`src/l2_cache_pkg.sv`:
```
`default_nettype none

package l2_cache_pkg;

	// address geometry of the 16-bit processor address.
	localparam int addr_bits = 16;
	localparam int tag_bits = 8;
	localparam int index_bits = 4;
	localparam int offset_bits = 4;

	// associativity of every set.
	localparam int num_ways = 4;

	// the same address word, either as a flat word or split into its fields.
	// the offset is carried along but the cache never looks at it.
	typedef union packed
	{
		logic [addr_bits-1:0] word;
		struct packed
		{
			logic [tag_bits-1:0] tag;
			logic [index_bits-1:0] index;
			logic [offset_bits-1:0] offset;
		} fields;
	} l2_addr_t;

	// controller states.
	// check serves hits and decides on a miss.
	// write_back sends a dirty victim to memory.
	// fill loads the missing line into the victim way.
	typedef enum logic [1:0]
	{
		check = 2'd0,
		write_back = 2'd1,
		fill = 2'd2
	} l2_ctrl_state_t;

endpackage : l2_cache_pkg

`default_nettype wire

```
`src/l2_cache_control.sv`:
```
`timescale 1ns/1ps
`default_nettype none

module l2_cache_control
(
	input logic clk,
	input logic arst_n,

	input logic mem_read,
	input logic mem_write,
	input logic hit,
	input logic [1:0] hit_way,
	input logic [1:0] victim_way,
	input logic victim_dirty,
	input logic [2:0] lru_state,
	input logic pmem_resp,

	output logic mem_resp,
	output logic pmem_read,
	output logic pmem_write,
	output logic [l2_cache_pkg::num_ways-1:0] valid_write,
	output logic [l2_cache_pkg::num_ways-1:0] dirty_write,
	output logic [l2_cache_pkg::num_ways-1:0] tag_write,
	output logic [l2_cache_pkg::num_ways-1:0] data_write,
	output logic valid_in,
	output logic dirty_in,
	output logic lru_write,
	output logic [2:0] lru_in,
	output logic fill_sel,
	output logic wb_addr_sel
);

	import l2_cache_pkg::*;

	l2_ctrl_state_t state;
	l2_ctrl_state_t state_next;

	logic request;
	logic [num_ways-1:0] hit_onehot;
	logic [num_ways-1:0] victim_onehot;

	function automatic logic [num_ways-1:0] way_onehot(input logic [1:0] way);
		logic [num_ways-1:0] strobe;
		strobe = '0;
		strobe[way] = 1'b1;
		return strobe;
	endfunction

	// the accessed way becomes most recent, so the tree points away from it.
	function automatic logic [2:0] lru_touch(input logic [1:0] way, input logic [2:0] lru);
		logic [2:0] updated;
		updated = lru;
		if (way[1])
		begin
			updated[0] = 1'b0;
			updated[2] = ~way[0];
		end
		else
		begin
			updated[0] = 1'b1;
			updated[1] = ~way[0];
		end
		return updated;
	endfunction

	assign request = mem_read | mem_write;
	assign hit_onehot = way_onehot(hit_way);
	assign victim_onehot = way_onehot(victim_way);

	always_ff @(posedge clk or negedge arst_n)
	begin
		if (!arst_n)
			state <= check;
		else
			state <= state_next;
	end

	always_comb
	begin
		state_next = state;

		mem_resp = 1'b0;
		pmem_read = 1'b0;
		pmem_write = 1'b0;
		valid_write = '0;
		dirty_write = '0;
		tag_write = '0;
		data_write = '0;
		valid_in = 1'b0;
		dirty_in = 1'b0;
		lru_write = 1'b0;
		lru_in = lru_touch(hit_way, lru_state);
		fill_sel = 1'b0;
		wb_addr_sel = 1'b0;

		case (state)
			check:
			begin
				if (request && hit)
				begin
					mem_resp = 1'b1;
					lru_write = 1'b1;
					if (mem_write)
					begin
						// a write replaces the whole line and marks it dirty.
						data_write = hit_onehot;
						dirty_write = hit_onehot;
						dirty_in = 1'b1;
					end
				end
				else if (request)
				begin
					state_next = victim_dirty ? write_back : fill;
				end
			end

			write_back:
			begin
				pmem_write = 1'b1;
				wb_addr_sel = 1'b1;
				if (pmem_resp)
					state_next = fill;
			end

			fill:
			begin
				pmem_read = 1'b1;
				fill_sel = 1'b1;
				if (pmem_resp)
				begin
					valid_write = victim_onehot;
					valid_in = 1'b1;
					dirty_write = victim_onehot;
					dirty_in = 1'b0;
					tag_write = victim_onehot;
					data_write = victim_onehot;
					// the retry in check now hits and updates the lru.
					state_next = check;
				end
			end

			default:
			begin
				state_next = check;
			end
		endcase
	end

endmodule : l2_cache_control

`default_nettype wire

```
`config.mk`:
```
export PLATFORM = sky130hd
export DESIGN_NAME = l2_cache_control
export DESIGN_NICKNAME = d
export VERILOG_FILES = /design/src/l2_cache_pkg.sv /design/src/l2_cache_control.sv
export SDC_FILE = /design/constraint.sdc
export NUM_CORES = 1
export LEC_CHECK = 0
export ABC_AREA = 1
export BUFFER_PORTS_ARGS = -buffer_cell sky130_fd_sc_hd__buf_2
export CORE_AREA = 3 3 40 42
export CTS_CLUSTER_DIAMETER = 50
export DETAILED_ROUTE_END_ITERATION = 6
export DIE_AREA = 0 0 43 45
export GPL_TIMING_DRIVEN = 1
export HOLD_SLACK_MARGIN = 0.15
export MAX_ROUTING_LAYER = met4
export PLACE_DENSITY = 0.68
export SYNTH_ARGS = -nofsm -noshare
export SYNTH_HDL_FRONTEND = slang
export SYNTH_SLANG_ARGS = --single-unit
```
`constraint.sdc`:
```
create_clock -name clk -period 3.2 [get_ports clk]
set_clock_uncertainty 0.2 [all_clocks]
set_input_delay 0 -clock clk [delete_from_list [all_inputs] [get_ports clk]]
set_output_delay 0 -clock clk [all_outputs]
set_load 0.03 [all_outputs]
```
# ---- Yosys cells after proc, flatten, opt, wreduce, memory -nomap -nowiden
# Cells that the tools add are included.
dict set report word_totals {
  latch_bits 0
  out_inout_bits 27
  inputBits 14
  reg_bits 2
  romBits 0
  ramBits 0
  mem_count 0
  wordCells 45
}
dict set report op_classes {
  n_shift 0
  n_bitwise 2
  n_div 0
  order_cmp 4
  n_reduce_logical 5
  n_eq_ne 6
  add_sub_neg 0
  multipliers 0
  muxes 27
}
# op n
set ops {}
lappend ops {{4-bit two-way mux} 4}
lappend ops {{1-bit two-way mux} 14}
lappend ops {{2-bit two-way mux} 5}
lappend ops {{2-bit inequality test, second input constant} 4}
lappend ops {{4-bit case mux with 2 select lines} 1}
lappend ops {{2-bit by 3-bit < comparator with 1-bit output, second input constant} 2}
lappend ops {{2-bit case mux with 3 select lines} 1}
lappend ops {{1-bit demux with 2-bit select} 2}
lappend ops {{2-bit by 1-bit greater-or-equal comparator with 1-bit output, second input constant} 2}
lappend ops {{4-bit AND reduction} 1}
lappend ops {{1-bit logical AND} 3}
lappend ops {{2-bit by 1-bit == test with 1-bit output, second input constant} 1}
lappend ops {{2-bit == test, second input constant} 1}
lappend ops {{2-bit zero test} 1}
lappend ops {{1-bit NOT} 1}
lappend ops {{1-bit OR} 1}

# ---- Depth between registers and ports, before layout
# Gate-level depths: netlist of run 1.
dict set report logic_depth {
  depth_word 7
  ltp_mapped 6
  ltp_nobuf 6
}

# ---- Worst setup path before layout of run 1
# OpenSTA, ideal clock, no wires.
dict set report synth_timing {
  kind {flip-flop to output port}
  start {register state[1]}
  end {output dirty_write[0] (netlist name)}
  path_stages_with_launch 5
  path_slack_ns 1.272
  n_path_buf 1
  arrival_ns 1.728
  required_ns 3.000
  cell_sequence {dfrtp_1 nor2_1 nand3_1 o21ai_0 buf_4}
}
dict set report synth_via {
  elab_chain_len 2
  word_cells_on_any_way 3
  cone_classes {eq/ne (1); mux (1); reduce/logical (1)}
}
# element line_no
set synth_rtl {}
lappend synth_rtl {{start, declared} l2_cache_control.sv:35} ;# l2_ctrl_state_t state;
lappend synth_rtl {{start signal, assigned} l2_cache_control.sv:73} ;# state <= check;
lappend synth_rtl {{start signal, assigned} l2_cache_control.sv:75} ;# state <= state_next;
lappend synth_rtl {{2-bit == test or 2-bit zero test (tied branches)} n/a}
lappend synth_rtl {{4-bit case mux with 2 select lines (*)} n/a}
lappend synth_rtl {{end, declared} l2_cache_control.sv:22} ;# output logic [l2_cache_pkg::num_ways-1:0] dirty_write,
# Every way passes the cells marked *; elsewhere a longest branch is shown, timed or not.

# ---- Worst setup path in the final report of run 1
dict set report layout_timing {
  start {register state[0]}
  end {register state[1]}
}
dict set report layout_via {
  elab_chain_len 3
  word_cells_on_any_way 9
  cone_classes {eq/ne (6); mux (1); reduce/logical (2)}
}
# element line_no
set layout_rtl {}
lappend layout_rtl {{2-bit by 1-bit == test with 1-bit output, or another cell as far along} l2_cache_control.sv:96} ;# case (state)
lappend layout_rtl {{2-bit inequality test (no source line)} n/a}
lappend layout_rtl {{4-bit AND reduction (no source line)} n/a}
# Parallel ways exist; a longest one is shown, timed or not.
# A chain may end at the register's enable or synchronous reset.

==> flow_summary_export.csv, run 1 <==
group,metric,value,unit
outcome,status,"completed",
sta,hold_viol_final,0,
placement,io_buffers,39,
sta,worst_pin_slew,0.223,ns
synthesis,synth_cells,64,
setup_path,crit_family,"buffers and inverters",
detailed_routing,viasPerCell,4.34,
sta,finalWorstSetupSlack,1.45,ns
setup_path,crit_chain,"inv_1 -> nand2_2 -> nand2_1 -> nand2_1 -> nand3_1 -> dlygate4sd3_1 -> nand2_1",
clock_network,postCtsHoldBufs,6,
clock_network,clk_latency,0.23,ns
detailed_routing,wl_per_cell,9.81,um
floorplanning,rows,13,
clock_network,cts_tree,"built",
final_layout,top_regs,"state x2",
floorplanning,die_w,43,um
sta,fin_crit_sh,0.546,
sta,drv_slew,0,
setup_path,arrival,1.66,ns
sta,fmax,572,MHz
pwr,irDropWorstVdd,0.000489,V
detailed_routing,drt_pre_antenna_iters,4,
final_layout,largest_register_ffs,2,
global_routing,antenna_found_initial,0,
setup_path,cp.required,3.11,ns
synthesis,synth_warnings,0,
clock_network,clk_pin_slew_worst_paths,0.04,ns
synthesis,synth_cell_types,11,
global_routing,grt_pass1_wl,1.70,mm
final_layout,area_growth,60.6,%
clock_network,htree_levels,1,
synthesis,yosysSeqAreaShare,0.142,
sta,setup_viol,0,
setup_path,critical_path.slowest_cell,"dlygate4sd3_1",
placement,dp.cells,107,
clock_network,post_cts_buffers,0,
clock_network,cts-resized-gates,0,
placement,placed_area,484,sq um
sta,holdWs,0.148,ns
setup_path,path_buf_inv,2,
setup_path,slowest_delay,0.56,ns
sta,fin_crit,1.75,ns
hold_path,hold_path_class,"primary input to output pin",
detailed_routing,num_vias,503,
final_layout,fill_cells,147,
floorplanning,coreArea,1280,sq um
clock_network,clock-sinks,2,
global_routing,grt_max_degree,7,
clock_network,clockBufferDepth,2,
floorplanning,die_area,1940,sq um
floorplanning,ios,41,
placement,dp_slack,1.79,ns
clock_network,cts_made_buffers,3,
synthesis,synth_fp_nets,78,
final_layout,nNetsFinal,117,
pwr,total_leakage_power,0.432,nW
final_layout,largest-register,"state",
sta,rsz0062_at_grt,"false",
synthesis,netlist_area,353,sq um
setup_path,cp-start-kind,"flop",
setup_path,path_common_cell,"nand2_1",
placement,hpwl,848,um
setup_path,crit_fanout,4,
floorplanning,die_h,45,um
setup_path,end_kind,"flop",
final_layout,final_area,567,sq um
detailed_routing,drtIter0Drc,5,
synthesis,ys_ff_latch,2,
global_routing,globalRouteTotalUtil,0.120,
placement,gp_congestion,0.728,
final_layout,antenna_cells,0,
sta,fin_setup_tns,0,ns
detailed_routing,wl,1.14,mm
sta,slew_headroom,0.850,
final_layout,layout-drive-gt1-share,0.436,
clock_network,root_buffer,"clkbuf_4",
pwr,powerDensity,744,nW/um^2
floorplanning,initial_utilization,0.275,
final_layout,stdcell_count,116,
global_routing,gr-total-overflow,0,
synthesis,syn_area_per_cell,5.51,sq um
flow_run,cap_violations,0,
global_routing,grt_pass1_vias,448,
detailed_routing,final_antenna_net_count,0,
setup_path,critPathKind,"flop to flop",
detailed_routing,route.detailed.drc,0,
-- path summary, 6_finish.rpt --
path	start	to	slack [ns]	cells past startpoint
hold / removal	lru_state[2]	lru_in[2]	0.15	4
min in group asynchronous	arst_n	state[1]$_DFFE_PN0P_	0.46	3
hold reg to reg	state[0]$_DFFE_PN0P_	state[1]$_DFFE_PN0P_	0.60	5
max in group asynchronous	arst_n	state[0]$_DFFE_PN0P_	2.20	3
setup reg to reg	state[0]$_DFFE_PN0P_	state[1]$_DFFE_PN0P_	1.45	7
setup / recovery	state[0]$_DFFE_PN0P_	state[1]$_DFFE_PN0P_	1.45	7
-- cells in the final DEF (no fill, tap or decap), types with 2 or more instances in the layout --
cell            n
o21ai_0         6
dfrtp_1         2
buf_2          39
nand3_1         7
nor2_1          2
nand2_1        17
dlygate4sd3_1   6
clkbuf_4        3
inv_1          15
-- power breakdown --
part	leakage, nW	switching, mW	internal [mW]	total [mW]
clock network	0.0138	0.0181	0.0417	0.0598
logic	0.392	0.214	0.0945	0.308
registers	0.0256	0.0162	0.0371	0.0532
total	0.432	0.248	0.173	0.421
-- logic make-up (layout without fill, tap and decap cells) --
| kind of cell | Yosys count | in the layout | synth area share |
|---|---|---|---|
| DFF | 2 | 2 | 0.142 |
| and+or+nand+nor | 29 | 29 | 0.365 |
| buffers and inverters | 26 | 63 | 0.394 |
| AOI/OAI and AO/OA | 7 | 7 | 0.0993 |
-- cells in the mapped netlist --
cell | number | share of area
a21oi_1 | 1 | 0.014
o21ai_0 | 6 | 0.085
buf_4 | 11 | 0.23
nor3_1 | 1 | 0.014
nor2_4 | 1 | 0.032
nand2_1 | 17 | 0.18
nand3_1 | 7 | 0.099
nor2_1 | 2 | 0.021
dfrtp_1 | 2 | 0.14
nand2_2 | 1 | 0.018
inv_1 | 15 | 0.16
-- layer usage --
layer  share of wire  routed length [um]  track usage
met3           0.091                 104       0.0398
met2            0.56                 635        0.225
met4           0.015                  17       0.0663
met5               0                   0            -
met1            0.33                 380        0.106
-- worst min-delay path: cells and delay by family --
family / cells / cell delay [ns]
AND/OR/NAND/NOR: 2 / 0.09
buffers and inverters: 2 / 0.25
-- final cells by class --
| cell class | count | area [sq um] | area share |
|---|---|---|---|
| timing repair buffer | 45 | 255 | 0.450 |
| multi-input combinational | 36 | 164 | 0.289 |
| inverter | 15 | 56.3 | 0.0993 |
| sequential | 2 | 50.0 | 0.0883 |
| clock buffer | 3 | 22.5 | 0.0397 |
| tap | 15 | 18.8 | 0.0331 |
-- metrics by stage --
step	utilization	total power [mW]
after floorplan	-	0.292
after global placement	0.377	0.334
after detailed placement	0.377	0.336
after CTS	0.441	0.417
after global routing	0.441	0.455
final	0.441	0.421
(Power assumes the default switching activity.)
==> run 2, diff against run 1 <==
--- a/config.mk
+++ b/config.mk
@@ -14,7 +14,7 @@
 export GPL_TIMING_DRIVEN = 1
 export HOLD_SLACK_MARGIN = 0.15
 export MAX_ROUTING_LAYER = met4
-export PLACE_DENSITY = 0.68
+export PLACE_DENSITY = 0.71
 export SYNTH_ARGS = -nofsm -noshare
 export SYNTH_HDL_FRONTEND = slang
 export SYNTH_SLANG_ARGS = --single-unit
==> constraint.sdc (replaced) <==
create_clock -name clk -period 1.6 [get_ports clk]
set_clock_uncertainty 0.2 [all_clocks]
set_input_delay 0 -clock clk [delete_from_list [all_inputs] [get_ports clk]]
set_output_delay 0 -clock clk [all_outputs]
set_load 0.03 [all_outputs]
==> flow_summary_export.csv, run 2 (synthesized netlist as in run 1, its figures left out) <==
group,metric,value,unit
outcome,status,"completed",
pwr,p_int,0.375,mW
clock_network,clk_latency,0.22,ns
global_routing,grt_max_degree,7,
final_layout,area_growth,85.1,%
clock_network,cts_made_buffers,3,
detailed_routing,viasPerCell,4.33,
detailed_routing,num_vias,515,
clock_network,clockBufferDepth,2,
hold_path,whs_path_depth,4,
setup_path,r2r_setup_slack,0.40,ns
final_layout,nNetsFinal,120,
final_layout,top_regs,"state x2",
floorplanning,die_w,43,um
hold_path,hold_end,"lru_in[2]",
sta,setup_viol,0,
clock_network,clock-sinks,2,
clock_network,cts_tree,"built",
global_routing,grt_pass1_wl,1.63,mm
setup_path,end_kind,"output pin",
final_layout,largest-register,"state",
clock_network,htree_levels,1,
sta,finalWorstSetupSlack,0.0572,ns
pwr,p_switching,0.510,mW
floorplanning,ios,41,
pwr,power.share.clock,0.122,
placement,dp_slack,0.199,ns
final_layout,layout-drive-gt1-share,0.519,
placement,hpwl,851,um
detailed_routing,drt_pre_antenna_iters,1,
setup_path,critPathKind,"flop to output pin",
pwr,p_comb_frac,0.750,
pwr,swShare,0.576,
final_layout,final_area,653,sq um
floorplanning,die_area,1940,sq um
hold_path,hold_path_class,"primary input to output pin",
setup_path,r2r_end,"state[1]$_DFFE_PN0P_",
placement,placed_area,492,sq um
sta,fmax,648,MHz
global_routing,gr-total-overflow,0,
setup_path,arrival,1.34,ns
pwr,power,0.886,mW
final_layout,final_cell_mix,"buf_2 (27), nand2_1 (17), inv_1 (14)",
pwr,power_frac_seq,0.128,
global_routing,globalRouteTotalUtil,0.120,
sta,drv_slew,0,
floorplanning,initial_utilization,0.275,
floorplanning,rows,13,
flow_run,cap_violations,0,
setup_path,r2r_cells,6,
detailed_routing,route.detailed.drc,0,
sta,fin_crit,1.54,ns
setup_path,cp.required,1.40,ns
hold_path,hp-start,"lru_state[2]",
detailed_routing,wl,1.20,mm
clock_network,clk_pin_slew_worst_paths,0.03,ns
sta,worst_pin_slew,0.212,ns
clock_network,root_buffer,"clkbuf_4",
global_routing,antenna_found_initial,0,
setup_path,r2r_start,"state[0]$_DFFE_PN0P_",
sta,fin_setup_tns,0,ns
final_layout,final_common_cell,"buf_2",
pwr,irDropWorstVdd,0.000937,V
detailed_routing,drtIter0Drc,0,
pwr,total_leakage_power,0.453,nW
sta,holdWs,0.148,ns
global_routing,grt_pass1_vias,423,
setup_path,crit_fanout,6,
detailed_routing,wl_per_cell,10.1,um
sta,slew_headroom,0.858,
detailed_routing,final_antenna_net_count,0,
placement,gp_congestion,0.727,
final_layout,largest_register_ffs,2,
sta,fin_crit_sh,0.964,
pwr,powerDensity,1360,nW/um^2
placement,io_buffers,39,
final_layout,antenna_cells,0,
sta,hold_viol_final,0,
floorplanning,die_h,45,um
setup_path,cp-start-kind,"flop",
floorplanning,coreArea,1280,sq um
sta,rsz0062_at_grt,"true",
==> run 2: area by class of cell <==
class,count,area [sq um]
repair buffers,48,318
well taps,15,18.8
clock buffers,3,22.5
inverters,15,56.3
multi-input cells,36,186
flip-flops and latches,2,51.3
fillers,144,632
==> run 2: worst max-delay path by stage <==
| stage | slack (ns) | to | from |
|---|---|---|---|
| 2_1_floorplan | -0.13 | dirty_write[0] | state[0]$_DFFE_PN0P_ |
| 3_3_place_gp | 0.22 | data_write[2] | state[1]$_DFFE_PN0P_ |
| 3_5_place_dp | 0.20 | dirty_write[0] | state[1]$_DFFE_PN0P_ |
| 4_1_cts | 0.009 | data_write[2] | state[0]$_DFFE_PN0P_ |
| 5_1_grt | -0.04 | tag_write[1] | state[0]$_DFFE_PN0P_ |
| 6_report | 0.06 | data_write[2] | state[1]$_DFFE_PN0P_ |
==> run 2: per-stage QoR <==
stage	cells	utilization
final	119	0.508
after global routing	119	0.508
after CTS	117	0.459
after detailed placement	107	0.383
after global placement	107	0.383
after floorplan	64	-
==> run 2: metal layers <==
metal / up-vias / global-route usage / wire length [um]
met1: 218 / 0.115 / 394
met3: 4 / 0.0319 / 106
li1: 267 / - / -
met2: 26 / 0.201 / 669
met5: - / - / 0
met4: 0 / 0.102 / 27
==> run 2: worst max-delay path: stages (launching register included) <==
cell and delay, ns:
dfrtp_2 0.44, nor2_2 0.13, nand3_2 0.17, o21ai_2 0.23, buf_6 0.16
==> run 2: repair_timing <==
item                       in CTS  in global routing
hold buffers                    7                  0
gates resized for setup         1                 29
hold endpoints to repair        4                  0
setup buffers                   0                  2
pin swaps                       0                  2
setup endpoints to repair       8                 16
==> run 2: power by group through the flow <==
stage,clock [mW],sequential (mW),combinational (mW)
floorplan,0,0.0986,0.493
global placement,0,0.104,0.571
detailed placement,0,0.105,0.580
CTS,0.115,0.104,0.600
global route,0.127,0.114,0.708
finish,0.108,0.113,0.664
==> run 3, diff against run 2 <==
--- a/config.mk
+++ b/config.mk
@@ -8,6 +8,7 @@
 export ABC_AREA = 1
 export BUFFER_PORTS_ARGS = -buffer_cell sky130_fd_sc_hd__buf_2
 export CORE_AREA = 3 3 40 42
+export CTS_BUF_LIST = sky130_fd_sc_hd__clkbuf_4 sky130_fd_sc_hd__clkbuf_8
 export CTS_CLUSTER_DIAMETER = 50
 export DETAILED_ROUTE_END_ITERATION = 6
 export DIE_AREA = 0 0 43 45
==> constraint.sdc (replaced) <==
create_clock -name clk -period 1.4 [get_ports clk]
set_clock_uncertainty 0.2 [all_clocks]
set_input_delay 0 -clock clk [delete_from_list [all_inputs] [get_ports clk]]
set_output_delay 0 -clock clk [all_outputs]
set_load 0.03 [all_outputs]
==> flow_summary_export.csv, run 3 (synthesized netlist as in run 1, its figures left out) <==
group,metric,value,unit
final_layout,area_growth,135,%
flow_run,cap_violations,0,
pwr,irDropWorstVdd,0.00124,V
floorplanning,die_w,43,um
detailed_routing,drtIter0Drc,3,
setup_path,critical_path.slowest_cell,"dfrtp_1",
clock_network,clk_pin_slew_worst_paths,0.03,ns
final_layout,final_cell_mix,"buf_6 (18), nand2_1 (17), buf_2 (16)",
floorplanning,initial_utilization,0.275,
sta,worst_pin_slew,0.262,ns
detailed_routing,final_antenna_net_count,0,
pwr,p_comb_frac,0.799,
setup_path,critPathKind,"flop to output pin",
setup_path,cp.required,1.20,ns
final_layout,regArea,51.3,sq um
placement,gp_congestion,0.724,
hold_path,whs_path_depth,4,
final_layout,largest_register_ffs,2,
sta,rsz0062_at_grt,"true",
final_layout,stdcell_count,123,
sta,fin_crit_sh,1.11,
floorplanning,die_area,1940,sq um
sta,setup_viol,19,
setup_path,slowest_delay,0.40,ns
final_layout,multiInputGateArea,239,sq um
placement,io_buffers,39,
clock_network,clockBufferDepth,2,
final_layout,nNetsFinal,124,
final_layout,final_common_cell,"buf_6",
setup_path,crit_family,"flip-flops",
final_layout,layout-drive-gt1-share,0.630,
final_layout,final_area,828,sq um
placement,placed_area,532,sq um
placement,hpwl,886,um
clock_network,htree_levels,1,
pwr,p_int,0.594,mW
floorplanning,die_h,45,um
global_routing,grt_max_degree,6,
clock_network,clock-sinks,2,
setup_path,arrival,1.36,ns
placement,dp.cells,108,
global_routing,grt_pass1_wl,1.93,mm
floorplanning,ios,41,
pwr,p_switching,0.662,mW
clock_network,cts_made_buffers,3,
setup_path,crit_chain,"inv_2 -> nand2_4 -> nor2_4 -> nand3_2 -> o21ai_2 -> buf_6",
outcome,failed_checks,"setup timing",
pwr,power_frac_seq,0.100,
detailed_routing,wl_per_cell,11.0,um
pwr,swShare,0.527,
hold_path,hold_path_class,"primary input to output pin",
detailed_routing,drt_pre_antenna_iters,3,
placement,dp_slack,0.0394,ns
sta,slew_headroom,0.824,
pwr,powerDensity,1520,nW/um^2
setup_path,end_kind,"output pin",
sta,fin_crit,1.56,ns
setup_path,cp-start-kind,"flop",
final_layout,antenna_cells,0,
final_layout,fill_cells,111,
clock_network,root_buffer,"clkbuf_4",
detailed_routing,viasPerCell,4.47,
sta,fmax,641,MHz
global_routing,antenna_found_initial,0,
detailed_routing,num_vias,550,
setup_path,crit_fanout,5,
sta,hold_viol_final,0,
pwr,power,1.26,mW
final_layout,largest-register,"state",
setup_path,path_buf_inv,2,
global_routing,gr-total-overflow,0,
outcome,status,"finished, violations left",
clock_network,cts_tree,"built",
clock_network,clk_latency,0.22,ns
floorplanning,rows,13,
sta,drv_slew,0,
global_routing,grt_pass1_vias,493,
detailed_routing,wl,1.35,mm
pwr,power.share.clock,0.101,
setup_path,r2r_cells,7,
setup_path,cp.depth,6,
sta,finalWorstSetupSlack,-0.160,ns
final_layout,top_regs,"state x2",
detailed_routing,route.detailed.drc,0,
pwr,total_leakage_power,0.482,nW
global_routing,globalRouteTotalUtil,0.142,
floorplanning,coreArea,1280,sq um
[run 3: cell types whose count changed in the layout (fill, tap and decap cells not counted), sizes merged]
cell	before	now
buf	39	45
clkbuf	5	3
[run 3: metrics by stage]
| step | utilization | TNS (ns) | hold WS, ns |
|---|---|---|---|
| after floorplan | - | -0.969 | -0.496 |
| after global placement | 0.414 | 0 | -0.417 |
| after detailed placement | 0.414 | 0 | -0.415 |
| after CTS | 0.613 | -2.24 | 0.153 |
| after global routing | 0.645 | -2.91 | 0.180 |
| final | 0.645 | -2.06 | 0.148 |
[run 3: worst min-delay path, stage by stage]
cell	delay, ns
buf_2	0.07
nand2_1	0.04
nand2_1	0.05
buf_2	0.18
[run 3: path summary, 6_finish.rpt]
kind	slack, ns	startpoint	to
worst max register to register	0.16	state[0]$_DFFE_PN0P_	state[1]$_DFFE_PN0P_
min in group asynchronous	0.44	arst_n	state[0]$_DFFE_PN0P_
max in group asynchronous	0.41	arst_n	state[1]$_DFFE_PN0P_
worst max-delay path	-0.16	state[0]$_DFFE_PN0P_	data_write[0]
worst min-delay path	0.15	lru_state[2]	lru_in[2]
worst min register to register	0.51	state[0]$_DFFE_PN0P_	state[0]$_DFFE_PN0P_
[run 3: cell type report]
type                       instances  area share
clock buffer                       3      0.0272
inverter                          15      0.0740
timing repair buffer              52       0.526
multi-input combinational         36       0.289
tap                               15      0.0227
sequential                         2      0.0619
[run 3: power groups by stage]
stage	clock network, mW	logic [mW]	registers (mW)
2_1_floorplan	0	0.590	0.119
3_3_place_gp	0	0.701	0.119
3_5_place_dp	0	0.709	0.119
4_1_cts	0.132	0.895	0.126
5_1_grt	0.137	1.07	0.127
6_report	0.127	1.00	0.125
[run 3: what timing repair did]
item                       CTS  global route
setup buffers                3             3
pin swaps                    6             3
gates resized for setup     41            16
hold buffers                 7             0
hold endpoints to repair     4             0
setup endpoints to repair   17            24
[run 3: routing by layer]
layer,share of wire,track usage,vias to the layer above,wire (um)
met1,0.28,0.108,251,371
li1,-,-,270,-
met5,0,-,-,0
met3,0.078,0.00797,4,105
met4,0.027,0.120,0,36
met2,0.62,0.296,25,834
